$ cat config.mk
export PLATFORM = sky130hd
export DESIGN_NAME = cpu_top
export DESIGN_NICKNAME = d
export VERILOG_FILES = /design/src/logic/cpu_pkg.sv /design/src/logic/wb_if.sv /design/src/logic/alu.sv /design/src/logic/control_unit.sv /design/src/logic/cpu_top.sv /design/src/logic/datapath.sv /design/src/logic/memory_arbiter.sv /design/src/logic/register_file.sv
export VERILOG_INCLUDE_DIRS = /design/src /design/src/include
export SDC_FILE = /design/constraint.sdc
export NUM_CORES = 2
export LEC_CHECK = 0
export BUFFER_PORTS_ARGS = -buffer_cell sky130_fd_sc_hd__buf_2
export CAP_MARGIN = 20
export CORE_ASPECT_RATIO = 0.75
export CORE_MARGIN = 2
export CORE_UTILIZATION = 40
export CTS_BUF_LIST = sky130_fd_sc_hd__clkbuf_16
export CTS_CLUSTER_SIZE = 20
export DETAILED_ROUTE_END_ITERATION = 16
export GPL_ROUTABILITY_DRIVEN = 1
export GPL_TIMING_DRIVEN = 0
export MAX_ROUTING_LAYER = met4
export RECOVER_POWER = 100
export SLEW_MARGIN = 15
export SYNTH_ARGS = -nofsm -noshare
export SYNTH_HDL_FRONTEND = slang
export SYNTH_SLANG_ARGS = --single-unit
$ cat constraint.sdc
create_clock -name CLK -period 8.9 [get_ports CLK]
set_clock_uncertainty 0.05 [all_clocks]
set_input_delay 1.78 -clock CLK [delete_from_list [all_inputs] [get_ports CLK]]
set_output_delay 1.78 -clock CLK [all_outputs]
set_load 0.005 [all_outputs]
$ cat src/include/cpu_defs.svh
/*
  cpu core constants
  widths, register count, reset fetch address and the HALT opcode value
*/

`ifndef CPU_DEFS_SVH
`define CPU_DEFS_SVH

// data word and bus address width
`define WORD_W 32

// register index width and register count
`define REG_ADDR_W 5
`define NUM_REGS 32

// byte address of the first fetch
`define PC_RESET 32'h0000_0000

`define HALT_OPCODE 6'h3f

`endif

$ cat src/logic/cpu_pkg.sv
/*
  cpu types
  opcode, function and alu encodings, arbiter states and the
  decoded control word passed down the pipeline
*/

`include "cpu_defs.svh"

package cpu_pkg;

  // opcode field, bits 31:26
  typedef enum logic [5:0] {
    RTYPE = 6'h00,
    J     = 6'h02,
    BEQ   = 6'h04,
    BNE   = 6'h05,
    ADDIU = 6'h09,
    ORI   = 6'h0d,
    LUI   = 6'h0f,
    LW    = 6'h23,
    SW    = 6'h2b,
    HALT  = `HALT_OPCODE
  } opcode_t;

  // r-type function field, bits 5:0
  typedef enum logic [5:0] {
    ADDU = 6'h21,
    SUBU = 6'h23,
    AND  = 6'h24,
    OR   = 6'h25,
    XOR  = 6'h26,
    SLT  = 6'h2a
  } funct_t;

  typedef enum logic [2:0] {
    ALU_ADD = 3'd0,
    ALU_SUB = 3'd1,
    ALU_AND = 3'd2,
    ALU_OR  = 3'd3,
    ALU_XOR = 3'd4,
    ALU_SLT = 3'd5,
    ALU_LUI = 3'd6
  } alu_op_t;

  typedef struct packed {
    alu_op_t alu_op;
    logic    alu_src_imm;
    logic    sign_extend;
    logic    reg_write;
    logic    dest_rt;
    logic    mem_read;
    logic    mem_write;
    logic    branch_eq;
    logic    branch_ne;
    logic    jump;
    logic    halt;
  } ctrl_t;

  typedef enum logic [1:0] {
    ARB_IDLE  = 2'd0,
    ARB_INSTR = 2'd1,
    ARB_DATA  = 2'd2
  } arb_state_t;

endpackage

$ cat src/logic/wb_if.sv
/*
  wishbone classic bus
  one master, one slave, word addressed
*/

`timescale 1ns/1ps
`include "cpu_defs.svh"

interface wb_if;
  logic              cyc;
  logic              stb;
  logic              we;
  logic [`WORD_W-1:0] adr;
  logic [`WORD_W-1:0] wdat;
  logic [`WORD_W-1:0] rdat;
  logic              ack;

  modport master (
    output cyc, stb, we, adr, wdat,
    input  rdat, ack
  );

  modport slave (
    input  cyc, stb, we, adr, wdat,
    output rdat, ack
  );
endinterface

$ cat src/logic/alu.sv
/*
  alu
  add, sub, logic ops, signed set-less-than and upper immediate load,
  with a zero flag for branch compares
*/

`timescale 1ns/1ps
`include "cpu_defs.svh"

module alu (
  input  logic [`WORD_W-1:0] a,
  input  logic [`WORD_W-1:0] b,
  input  cpu_pkg::alu_op_t   op,
  output logic [`WORD_W-1:0] result,
  output logic               zero
);

  always_comb begin
    case (op)
      cpu_pkg::ALU_ADD: result = a + b;
      cpu_pkg::ALU_SUB: result = a - b;
      cpu_pkg::ALU_AND: result = a & b;
      cpu_pkg::ALU_OR:  result = a | b;
      cpu_pkg::ALU_XOR: result = a ^ b;
      // signed compare
      cpu_pkg::ALU_SLT: result = {{(`WORD_W-1){1'b0}}, $signed(a) < $signed(b)};
      // immediate goes to the upper half
      cpu_pkg::ALU_LUI: result = {b[15:0], {(`WORD_W-16){1'b0}}};
      default:          result = '0;
    endcase
  end

  assign zero = (result == '0);

endmodule

$ cat src/logic/control_unit.sv
/*
  control unit
  decodes opcode and function fields into the control word,
  unknown encodings decode as a no-op
*/

`timescale 1ns/1ps
`include "cpu_defs.svh"

module control_unit (
  input  logic [`WORD_W-1:0] instr,
  output cpu_pkg::ctrl_t     ctrl
);

  always_comb begin
    // no-op, alu_op defaults to add
    ctrl = '0;
    case (cpu_pkg::opcode_t'(instr[31:26]))
      cpu_pkg::RTYPE: begin
        ctrl.reg_write = 1'b1;
        case (cpu_pkg::funct_t'(instr[5:0]))
          cpu_pkg::ADDU: ctrl.alu_op = cpu_pkg::ALU_ADD;
          cpu_pkg::SUBU: ctrl.alu_op = cpu_pkg::ALU_SUB;
          cpu_pkg::AND:  ctrl.alu_op = cpu_pkg::ALU_AND;
          cpu_pkg::OR:   ctrl.alu_op = cpu_pkg::ALU_OR;
          cpu_pkg::XOR:  ctrl.alu_op = cpu_pkg::ALU_XOR;
          cpu_pkg::SLT:  ctrl.alu_op = cpu_pkg::ALU_SLT;
          default:       ctrl.reg_write = 1'b0;
        endcase
      end
      cpu_pkg::ADDIU, cpu_pkg::LW: begin
        ctrl.alu_src_imm = 1'b1;
        ctrl.sign_extend = 1'b1;
        ctrl.reg_write   = 1'b1;
        ctrl.dest_rt     = 1'b1;
        ctrl.mem_read    = (instr[31:26] == cpu_pkg::LW);
      end
      cpu_pkg::ORI: begin
        ctrl.alu_op      = cpu_pkg::ALU_OR;
        ctrl.alu_src_imm = 1'b1;
        ctrl.reg_write   = 1'b1;
        ctrl.dest_rt     = 1'b1;
      end
      cpu_pkg::LUI: begin
        ctrl.alu_op      = cpu_pkg::ALU_LUI;
        ctrl.alu_src_imm = 1'b1;
        ctrl.reg_write   = 1'b1;
        ctrl.dest_rt     = 1'b1;
      end
      cpu_pkg::SW: begin
        ctrl.alu_src_imm = 1'b1;
        ctrl.sign_extend = 1'b1;
        ctrl.mem_write   = 1'b1;
      end
      // compare by subtraction, offset sign extended
      cpu_pkg::BEQ, cpu_pkg::BNE: begin
        ctrl.alu_op      = cpu_pkg::ALU_SUB;
        ctrl.sign_extend = 1'b1;
        ctrl.branch_eq   = (instr[31:26] == cpu_pkg::BEQ);
        ctrl.branch_ne   = (instr[31:26] == cpu_pkg::BNE);
      end
      cpu_pkg::J:    ctrl.jump = 1'b1;
      cpu_pkg::HALT: ctrl.halt = 1'b1;
      default:       ctrl = '0;
    endcase
  end

endmodule

$ cat src/logic/cpu_top.sv
/*
  cpu top
  pipelined core and bus arbiter on one external wishbone port
*/

`timescale 1ns/1ps
`include "cpu_defs.svh"

module cpu_top (
  input  logic               CLK,
  input  logic               nRST,
  output logic               wb_cyc,
  output logic               wb_stb,
  output logic               wb_we,
  output logic [`WORD_W-1:0] wb_adr,
  output logic [`WORD_W-1:0] wb_wdat,
  input  logic [`WORD_W-1:0] wb_rdat,
  input  logic               wb_ack,
  output logic               halt
);

  // fetch and data buses between core and arbiter
  wb_if ibus_if ();
  wb_if dbus_if ();

  datapath u_datapath (
    .CLK, .nRST,
    .ibus(ibus_if.master),
    .dbus(dbus_if.master),
    .halt
  );

  memory_arbiter u_memory_arbiter (
    .CLK, .nRST,
    .ibus(ibus_if.slave),
    .dbus(dbus_if.slave),
    .wb_cyc, .wb_stb, .wb_we, .wb_adr, .wb_wdat,
    .wb_rdat, .wb_ack
  );

endmodule

$ cat src/logic/datapath.sv
/*
  datapath
  three stages: fetch, decode/execute, memory/writeback
  fetch and data access are separate wishbone masters; the whole
  pipeline advances only once every pending access has been acked
*/

`timescale 1ns/1ps
`include "cpu_defs.svh"

module datapath (
  input  logic CLK,
  input  logic nRST,
  wb_if.master ibus,
  wb_if.master dbus,
  output logic halt
);

  // fetch
  logic [`WORD_W-1:0] pc, pc_plus4, ibuf, fetch_instr;
  logic               f_done;
  // decode/execute
  logic                   dx_valid, alu_zero, taken;
  logic [`WORD_W-1:0]     dx_instr, dx_pc4;
  cpu_pkg::ctrl_t         dx_ctrl;
  logic [`REG_ADDR_W-1:0] rs, rt, dx_dest;
  logic [`WORD_W-1:0]     rdat1, rdat2, op_a, op_b, imm_ext, alu_b, alu_result;
  logic [`WORD_W-1:0]     branch_target, jump_target;
  // memory/writeback
  logic                   mw_valid, d_done, d_need, wb_en, advance;
  cpu_pkg::ctrl_t         mw_ctrl;
  logic [`REG_ADDR_W-1:0] mw_dest;
  logic [`WORD_W-1:0]     mw_result, mw_store, load_q, load_val, wb_val;

  control_unit u_control_unit (.instr(dx_instr), .ctrl(dx_ctrl));

  register_file u_register_file (
    .CLK, .nRST,
    .rsel1(rs), .rsel2(rt), .rdat1, .rdat2,
    .wen(wb_en), .wsel(mw_dest), .wdat(wb_val)
  );

  alu u_alu (
    .a(op_a), .b(alu_b), .op(dx_ctrl.alu_op), .result(alu_result), .zero(alu_zero)
  );

  assign pc_plus4    = pc + `WORD_W'd4;
  assign fetch_instr = f_done ? ibuf : ibus.rdat;

  assign rs      = dx_instr[25:21];
  assign rt      = dx_instr[20:16];
  assign dx_dest = dx_ctrl.dest_rt ? rt : dx_instr[15:11];

  // load data straight off the bus on the ack cycle, else the captured copy
  assign load_val = d_done ? load_q : dbus.rdat;
  assign wb_val   = mw_ctrl.mem_read ? load_val : mw_result;
  assign wb_en    = advance & mw_valid & mw_ctrl.reg_write;

  // forwarding from memory/writeback
  always_comb begin
    op_a = rdat1;
    op_b = rdat2;
    if (mw_valid && mw_ctrl.reg_write && mw_dest != '0) begin
      if (mw_dest == rs) begin
        op_a = wb_val;
      end
      if (mw_dest == rt) begin
        op_b = wb_val;
      end
    end
  end

  assign imm_ext = dx_ctrl.sign_extend ? {{(`WORD_W-16){dx_instr[15]}}, dx_instr[15:0]}
                                       : {{(`WORD_W-16){1'b0}}, dx_instr[15:0]};
  assign alu_b   = dx_ctrl.alu_src_imm ? imm_ext : op_b;

  // branch and jump resolved here, no delay slot
  assign branch_target = dx_pc4 + {imm_ext[`WORD_W-3:0], 2'b00};
  assign jump_target   = {dx_pc4[`WORD_W-1:`WORD_W-4], dx_instr[25:0], 2'b00};
  assign taken = dx_valid & (dx_ctrl.jump | (dx_ctrl.branch_eq & alu_zero) |
                             (dx_ctrl.branch_ne & ~alu_zero));

  // stall until fetch and any data access are both acked
  assign d_need  = mw_valid & (mw_ctrl.mem_read | mw_ctrl.mem_write);
  assign advance = ~halt & (f_done | ibus.ack) & (~d_need | d_done | dbus.ack);

  // fetch master
  assign ibus.cyc  = ~halt & ~f_done;
  assign ibus.stb  = ~halt & ~f_done;
  assign ibus.we   = 1'b0;
  assign ibus.adr  = {2'b00, pc[`WORD_W-1:2]};
  assign ibus.wdat = '0;

  // data master
  assign dbus.cyc  = d_need & ~d_done;
  assign dbus.stb  = d_need & ~d_done;
  assign dbus.we   = mw_ctrl.mem_write;
  assign dbus.adr  = {2'b00, mw_result[`WORD_W-1:2]};
  assign dbus.wdat = mw_store;

  always_ff @(posedge CLK, negedge nRST) begin
    if (!nRST) begin
      pc       <= `PC_RESET;
      f_done   <= 1'b0;
      d_done   <= 1'b0;
      dx_valid <= 1'b0;
      mw_valid <= 1'b0;
      mw_ctrl  <= '0;
      halt     <= 1'b0;
    end else if (advance) begin
      pc       <= taken ? (dx_ctrl.jump ? jump_target : branch_target) : pc_plus4;
      f_done   <= 1'b0;
      d_done   <= 1'b0;
      // squash the fetched instruction on a redirect
      dx_valid <= ~taken;
      mw_valid <= dx_valid;
      mw_ctrl  <= dx_valid ? dx_ctrl : '0;
      halt     <= dx_valid & dx_ctrl.halt;
    end else begin
      f_done <= f_done | ibus.ack;
      d_done <= d_done | dbus.ack;
    end
  end

  always_ff @(posedge CLK) begin
    if (ibus.ack) begin
      ibuf <= ibus.rdat;
    end
    if (dbus.ack) begin
      load_q <= dbus.rdat;
    end
    if (advance) begin
      dx_instr  <= fetch_instr;
      dx_pc4    <= pc_plus4;
      mw_dest   <= dx_dest;
      mw_result <= alu_result;
      mw_store  <= op_b;
    end
  end

endmodule

$ cat src/logic/memory_arbiter.sv
/*
  memory arbiter
  shares one wishbone bus between fetch and data masters,
  data wins in idle, grant held until ack
*/

`timescale 1ns/1ps
`include "cpu_defs.svh"

module memory_arbiter (
  input  logic               CLK,
  input  logic               nRST,
  wb_if.slave                ibus,
  wb_if.slave                dbus,
  output logic               wb_cyc,
  output logic               wb_stb,
  output logic               wb_we,
  output logic [`WORD_W-1:0] wb_adr,
  output logic [`WORD_W-1:0] wb_wdat,
  input  logic [`WORD_W-1:0] wb_rdat,
  input  logic               wb_ack
);

  cpu_pkg::arb_state_t state, next_state;
  logic                grant_instr, grant_data;

  assign grant_instr = (state == cpu_pkg::ARB_INSTR);
  assign grant_data  = (state == cpu_pkg::ARB_DATA);

  always_comb begin
    next_state = state;
    case (state)
      cpu_pkg::ARB_IDLE: begin
        // older instruction's data access first
        if (dbus.cyc) begin
          next_state = cpu_pkg::ARB_DATA;
        end else if (ibus.cyc) begin
          next_state = cpu_pkg::ARB_INSTR;
        end
      end
      cpu_pkg::ARB_INSTR: if (wb_ack || !ibus.cyc) next_state = cpu_pkg::ARB_IDLE;
      cpu_pkg::ARB_DATA:  if (wb_ack || !dbus.cyc) next_state = cpu_pkg::ARB_IDLE;
      default:            next_state = cpu_pkg::ARB_IDLE;
    endcase
  end

  always_ff @(posedge CLK, negedge nRST) begin
    if (!nRST) begin
      state <= cpu_pkg::ARB_IDLE;
    end else begin
      state <= next_state;
    end
  end

  // external bus stays quiet in idle
  assign wb_cyc  = (grant_instr & ibus.cyc) | (grant_data & dbus.cyc);
  assign wb_stb  = (grant_instr & ibus.stb) | (grant_data & dbus.stb);
  assign wb_we   = (grant_instr & ibus.we) | (grant_data & dbus.we);
  assign wb_adr  = grant_data ? dbus.adr : ibus.adr;
  assign wb_wdat = grant_data ? dbus.wdat : ibus.wdat;

  // ack only to the granted master
  assign ibus.rdat = wb_rdat;
  assign dbus.rdat = wb_rdat;
  assign ibus.ack  = grant_instr & wb_ack;
  assign dbus.ack  = grant_data & wb_ack;

endmodule

$ cat src/logic/register_file.sv
/*
  register file
  two read ports, one write port, register 0 reads as zero
*/

`timescale 1ns/1ps
`include "cpu_defs.svh"

module register_file (
  input  logic                  CLK,
  input  logic                  nRST,
  input  logic [`REG_ADDR_W-1:0] rsel1,
  input  logic [`REG_ADDR_W-1:0] rsel2,
  output logic [`WORD_W-1:0]     rdat1,
  output logic [`WORD_W-1:0]     rdat2,
  input  logic                  wen,
  input  logic [`REG_ADDR_W-1:0] wsel,
  input  logic [`WORD_W-1:0]     wdat
);

  // register 0 has no storage
  logic [`WORD_W-1:0] regs [1:`NUM_REGS-1];

  always_ff @(posedge CLK, negedge nRST) begin
    if (!nRST) begin
      for (int i = 1; i < `NUM_REGS; i++) begin
        regs[i] <= '0;
      end
    end else if (wen && wsel != '0) begin
      regs[wsel] <= wdat;
    end
  end

  // no write-through, the datapath forwards instead
  assign rdat1 = (rsel1 == '0) ? '0 : regs[rsel1];
  assign rdat2 = (rsel2 == '0) ? '0 : regs[rsel2];

endmodule

==> impl_metrics.tcl <==
set metrics [dict create \
    outcome "finished, violations left" \
    violations "max-capacitance violations, max-slew violations, negative setup slack" \
    async_flop_share 0.841 \
    drt-met1-wl_um 134000 \
    grtUsageTotal 0.381 \
    setup_viol 30 \
    cts_buffers 121 \
    cpPeakStageDelay_ns 1.01 \
    hold_violations 0 \
    htreeDepth 3 \
    portBuffers 100 \
    fin_area_sq_um 78700 \
    route.met2.wl_um 118000 \
    fmax_ghz 0.110 \
    nFillCells 16200 \
    synth_cell_types 98 \
    power.internal_mw 13.9 \
    initial_core_util 0.402 \
    cts_sinks 1227 \
    seqPwrFrac 0.271 \
    slew_violations 677 \
    cp_slowest_cell "clkbuf_1" \
    nets 6876 \
    ys_seq_area_frac 0.458 \
    regArea_sq_um 31700 \
    cp.required_ns 9.50 \
    timing.slew.headroom -1.86 \
    drive_gt1_frac 0.192 \
    power.net_switching_mw 13.8 \
    grt_overflow 0 \
    cts_tree "done" \
    max-vdd-ir-drop_v 0.000211 \
    hold_buffers 0 \
    synth_cells 6415 \
    layout_setup_ws_ns -0.220 \
    swShare 0.500 \
    cp-startpoint "u_datapath.dx_instr[19]$_DFFE_PP_" \
    met3_length_um 65000 \
    crit_path_end_kind "flip-flop" \
    antenna_found_initial 26 \
    power_frac_clock 0.192 \
    dieArea_sq_um 176000 \
    vias 61000 \
    wl_um 332000 \
    grt_pass1_wl_um 455000 \
    clockBufferDepth 3 \
    syn_to_final_growth_pct 13.7 \
    insertion_delay_ns 0.83 \
    antenna_left 0 \
    critPathLaunchType "flip-flop" \
    power.density_nw_per_um2 352 \
    synth_edf_count 195 \
    rows 132 \
    clkTransAtPathRegs_ns 0.06 \
    grt_pass1_vias 56400 \
    crit_type "reg -> reg" \
    cp_max_fo 10 \
    die_h_um 364 \
    post-route-min-period_ns 9.12 \
    routedWlPerCell_um 36.4 \
    io-pin-count 103 \
    fin_util 0.457 \
    grt_max_degree 138 \
    worstPathArrival_ns 9.72 \
    placed_cell_area_sq_um 73900 \
    mappedNetlistArea_sq_um 69200 \
    cts_root_buf "clkbuf_16" \
    yosysWarningCount 0 \
    p_comb_frac 0.537 \
    place.gp.congestion 1.09 \
    dp_worst_setup_slack_ns -2.75 \
    core_area_sq_um 172000 \
    min_path_type "reg -> reg" \
    period_share 1.02 \
    viasPerCell 6.69 \
    postSynthAreaPerCell_sq_um 10.8 \
    min-delay-start "u_datapath.u_register_file.regs[305]$_DFFE_PN0P_" \
    leakage_nw 32.0 \
    die_x_um 484 \
    remaining_drc_errors 0 \
    highest_layer "met4" \
    crit_top_cell "nor2_1" \
    synthFlopType "dfrtp_1" \
    hpwlAfterDp_um 255000 \
    dr.pass1.iters 8 \
    ys_ff_latch 1227 \
    reg2reg_from "u_datapath.dx_instr[19]$_DFFE_PP_" \
    drv_cap 8 \
    worst_pin_slew_ns 4.30 \
    dr.first_iter.drc_count 10800 \
    multi_input_area_sq_um 35600 \
]
registers in the layout (all words and copies together), names as in the netlist, 5 cells and up:
| signal | cells |
|---|---|
| u_datapath.dbus.wdat | 32 |
| u_datapath.dx_instr | 32 |
| u_datapath.dx_pc4 | 30 |
| u_datapath.ibuf | 32 |
| u_datapath.load_q | 32 |
| u_datapath.mw_dest | 5 |
| u_datapath.mw_result | 32 |
| u_datapath.pc | 30 |
| u_datapath.u_register_file.regs | 992 |
timing repair:
action,CTS,global route
gates resized for setup,159,127
cloned,0,0
endpoints found under the setup margin,51,31
buffers inserted,7,7
pin swaps,2,6
per-layer routing:
| metal | global-route usage | vias up |
|---|---|---|
| li1 | - | 24100 |
| met1 | 0.531 | 31300 |
| met2 | 0.434 | 4905 |
| met3 | 0.230 | 653 |
| met4 | 0.139 | 0 |
| met5 | - | - |
power by group through the flow:
stage,Sequential [mW],Combinational (mW),Clock (mW)
4_1_cts,7.40,13.7,5.32
6_report,7.50,14.9,5.32
2_1_floorplan,7.11,7.26,0
3_3_place_gp,7.53,13.0,0
3_5_place_dp,7.48,13.4,0
5_1_grt,7.53,15.1,5.56
cells in the final DEF, fill, tap and decap left out, types with 23 or more instances in the layout:
cell type,n
ha_1,113
dfrtp_1,1032
nor2b_1,60
o21ai_2,36
inv_1,136
a22o_1,56
clkbuf_16,125
nor2_1,168
mux2_2,138
buf_8,26
clkbuf_2,51
xor2_1,35
nand2_1,1215
and2_1,33
nor3_1,45
o21ai_0,1110
a21oi_1,116
xnor2_1,47
buf_2,97
o211ai_1,40
nand2b_1,39
mux4_2,546
clkbuf_4,25
edfxtp_1,195
a21o_1,23
nand3_1,53
buf_4,39
clkinv_2,25
mux2i_1,73
clkinv_1,28
and2_0,24
buf_6,34
clkbuf_1,475
stage by stage:
step                power, mW  setup TNS [ns]  hold slack, ns  std cells
floorplan                14.4               0           0.400       6416
global placement         20.5               -           0.415       8794
detailed placement       20.9          -91.07           0.431       8863
CTS                      26.4               0           0.445       9090
global route             28.2        -0.00978           0.469       9116
finish                   27.7           -3.95           0.447       9121
cell usage after synthesis, drive strengths merged, types with 9 or more instances:
| cell type | number | share of area |
|---|---|---|
| nand2 | 1215 | 0.066 |
| o21ai | 1168 | 0.084 |
| dfrtp | 1032 | 0.37 |
| mux4 | 546 | 0.18 |
| clkbuf | 489 | 0.027 |
| edfxtp | 195 | 0.085 |
| nor2 | 171 | 0.0093 |
| mux2 | 153 | 0.025 |
| a21oi | 122 | 0.0089 |
| inv | 115 | 0.0062 |
| ha | 114 | 0.021 |
| buf | 106 | 0.0071 |
| mux2i | 80 | 0.012 |
| nor2b | 66 | 0.0060 |
| and2 | 57 | 0.0052 |
| a22o | 56 | 0.0071 |
| nand3 | 55 | 0.0040 |
| nor3 | 50 | 0.0036 |
| xnor2 | 47 | 0.0059 |
| o211ai | 40 | 0.0043 |
| nand2b | 39 | 0.0035 |
| o32ai | 36 | 0.0046 |
| xor2 | 35 | 0.0044 |
| a211oi | 24 | 0.0026 |
| a221oi | 24 | 0.0035 |
| a21o | 23 | 0.0025 |
| o22ai | 22 | 0.0020 |
| nand4 | 21 | 0.0019 |
| o21a | 21 | 0.0023 |
| o221ai | 20 | 0.0025 |
| and3 | 19 | 0.0017 |
| nor4 | 19 | 0.0022 |
| or2 | 18 | 0.0016 |
| o311ai | 16 | 0.0020 |
| or3 | 15 | 0.0014 |
| a31oi | 13 | 0.0012 |
| nor3b | 13 | 0.0014 |
| o31ai | 11 | 0.0015 |
| o21bai | 10 | 0.0011 |
| or4 | 10 | 0.0011 |
| a21boi | 9 | 0.00098 |
| a2bb2oi | 9 | 0.0011 |
worst max-delay path, delay by kind of cell (launching register included):
kind                       cells  cell delay [ns]
buffers and inverters          8             2.96
adders and majority gates      1             0.32
DFF                            1             0.44
AOI/OAI and AO/OA             12             3.84
and+or+nand+nor                4             1.00
muxes                          1             0.27
area by class of cell:
| class | count | share of cell area |
|---|---|---|
| Buffer | 588 | 0.0339 |
| Timing Repair Buffer | 192 | 0.0196 |
| Antenna cell | 18 | 0.000572 |
| Tap cell | 2278 | 0.0362 |
| Sequential cell | 1227 | 0.403 |
| Clock inverter | 99 | 0.0102 |
| Clock buffer | 125 | 0.0397 |
| Multi-Input combinational cell | 4479 | 0.452 |
| Inverter | 115 | 0.00548 |
cells by family (layout without fill, tap and decap cells):
| family | count (synthesis) | count (layout) | synth area share |
|---|---|---|---|
| buffers and inverters | 710 | 1119 | 0.0399 |
| DFF | 1227 | 1227 | 0.458 |
| xor gates and xnor gates | 82 | 82 | 0.0104 |
| muxes | 779 | 779 | 0.214 |
| AOI/OAI and AO/OA | 1711 | 1711 | 0.145 |
| adders and majority gates | 117 | 117 | 0.0215 |
| and+or+nand+nor | 1788 | 1788 | 0.112 |
| other | 1 | 20 | 0.0000542 |
final timing paths:
| check | slack, ns | to | cells after the start |
|---|---|---|---|
| setup reg to reg | -0.22 | u_datapath.pc[14]$_DFFE_PN0P_ | 26 |
| hold reg to reg | 0.45 | u_datapath.u_register_file.regs[305]$_DFFE_PN0P_ | 2 |
| hold / removal | 0.45 | u_datapath.u_register_file.regs[305]$_DFFE_PN0P_ | 2 |
| min in group asynchronous | 2.39 | u_datapath.u_register_file.regs[381]$_DFFE_PN0P_ | 1 |
| max in group asynchronous | 1.34 | u_datapath.u_register_file.regs[519]$_DFFE_PN0P_ | 3 |
| setup / recovery | -0.22 | u_datapath.pc[14]$_DFFE_PN0P_ | 26 |
Power figures use the tool's default switching activity.
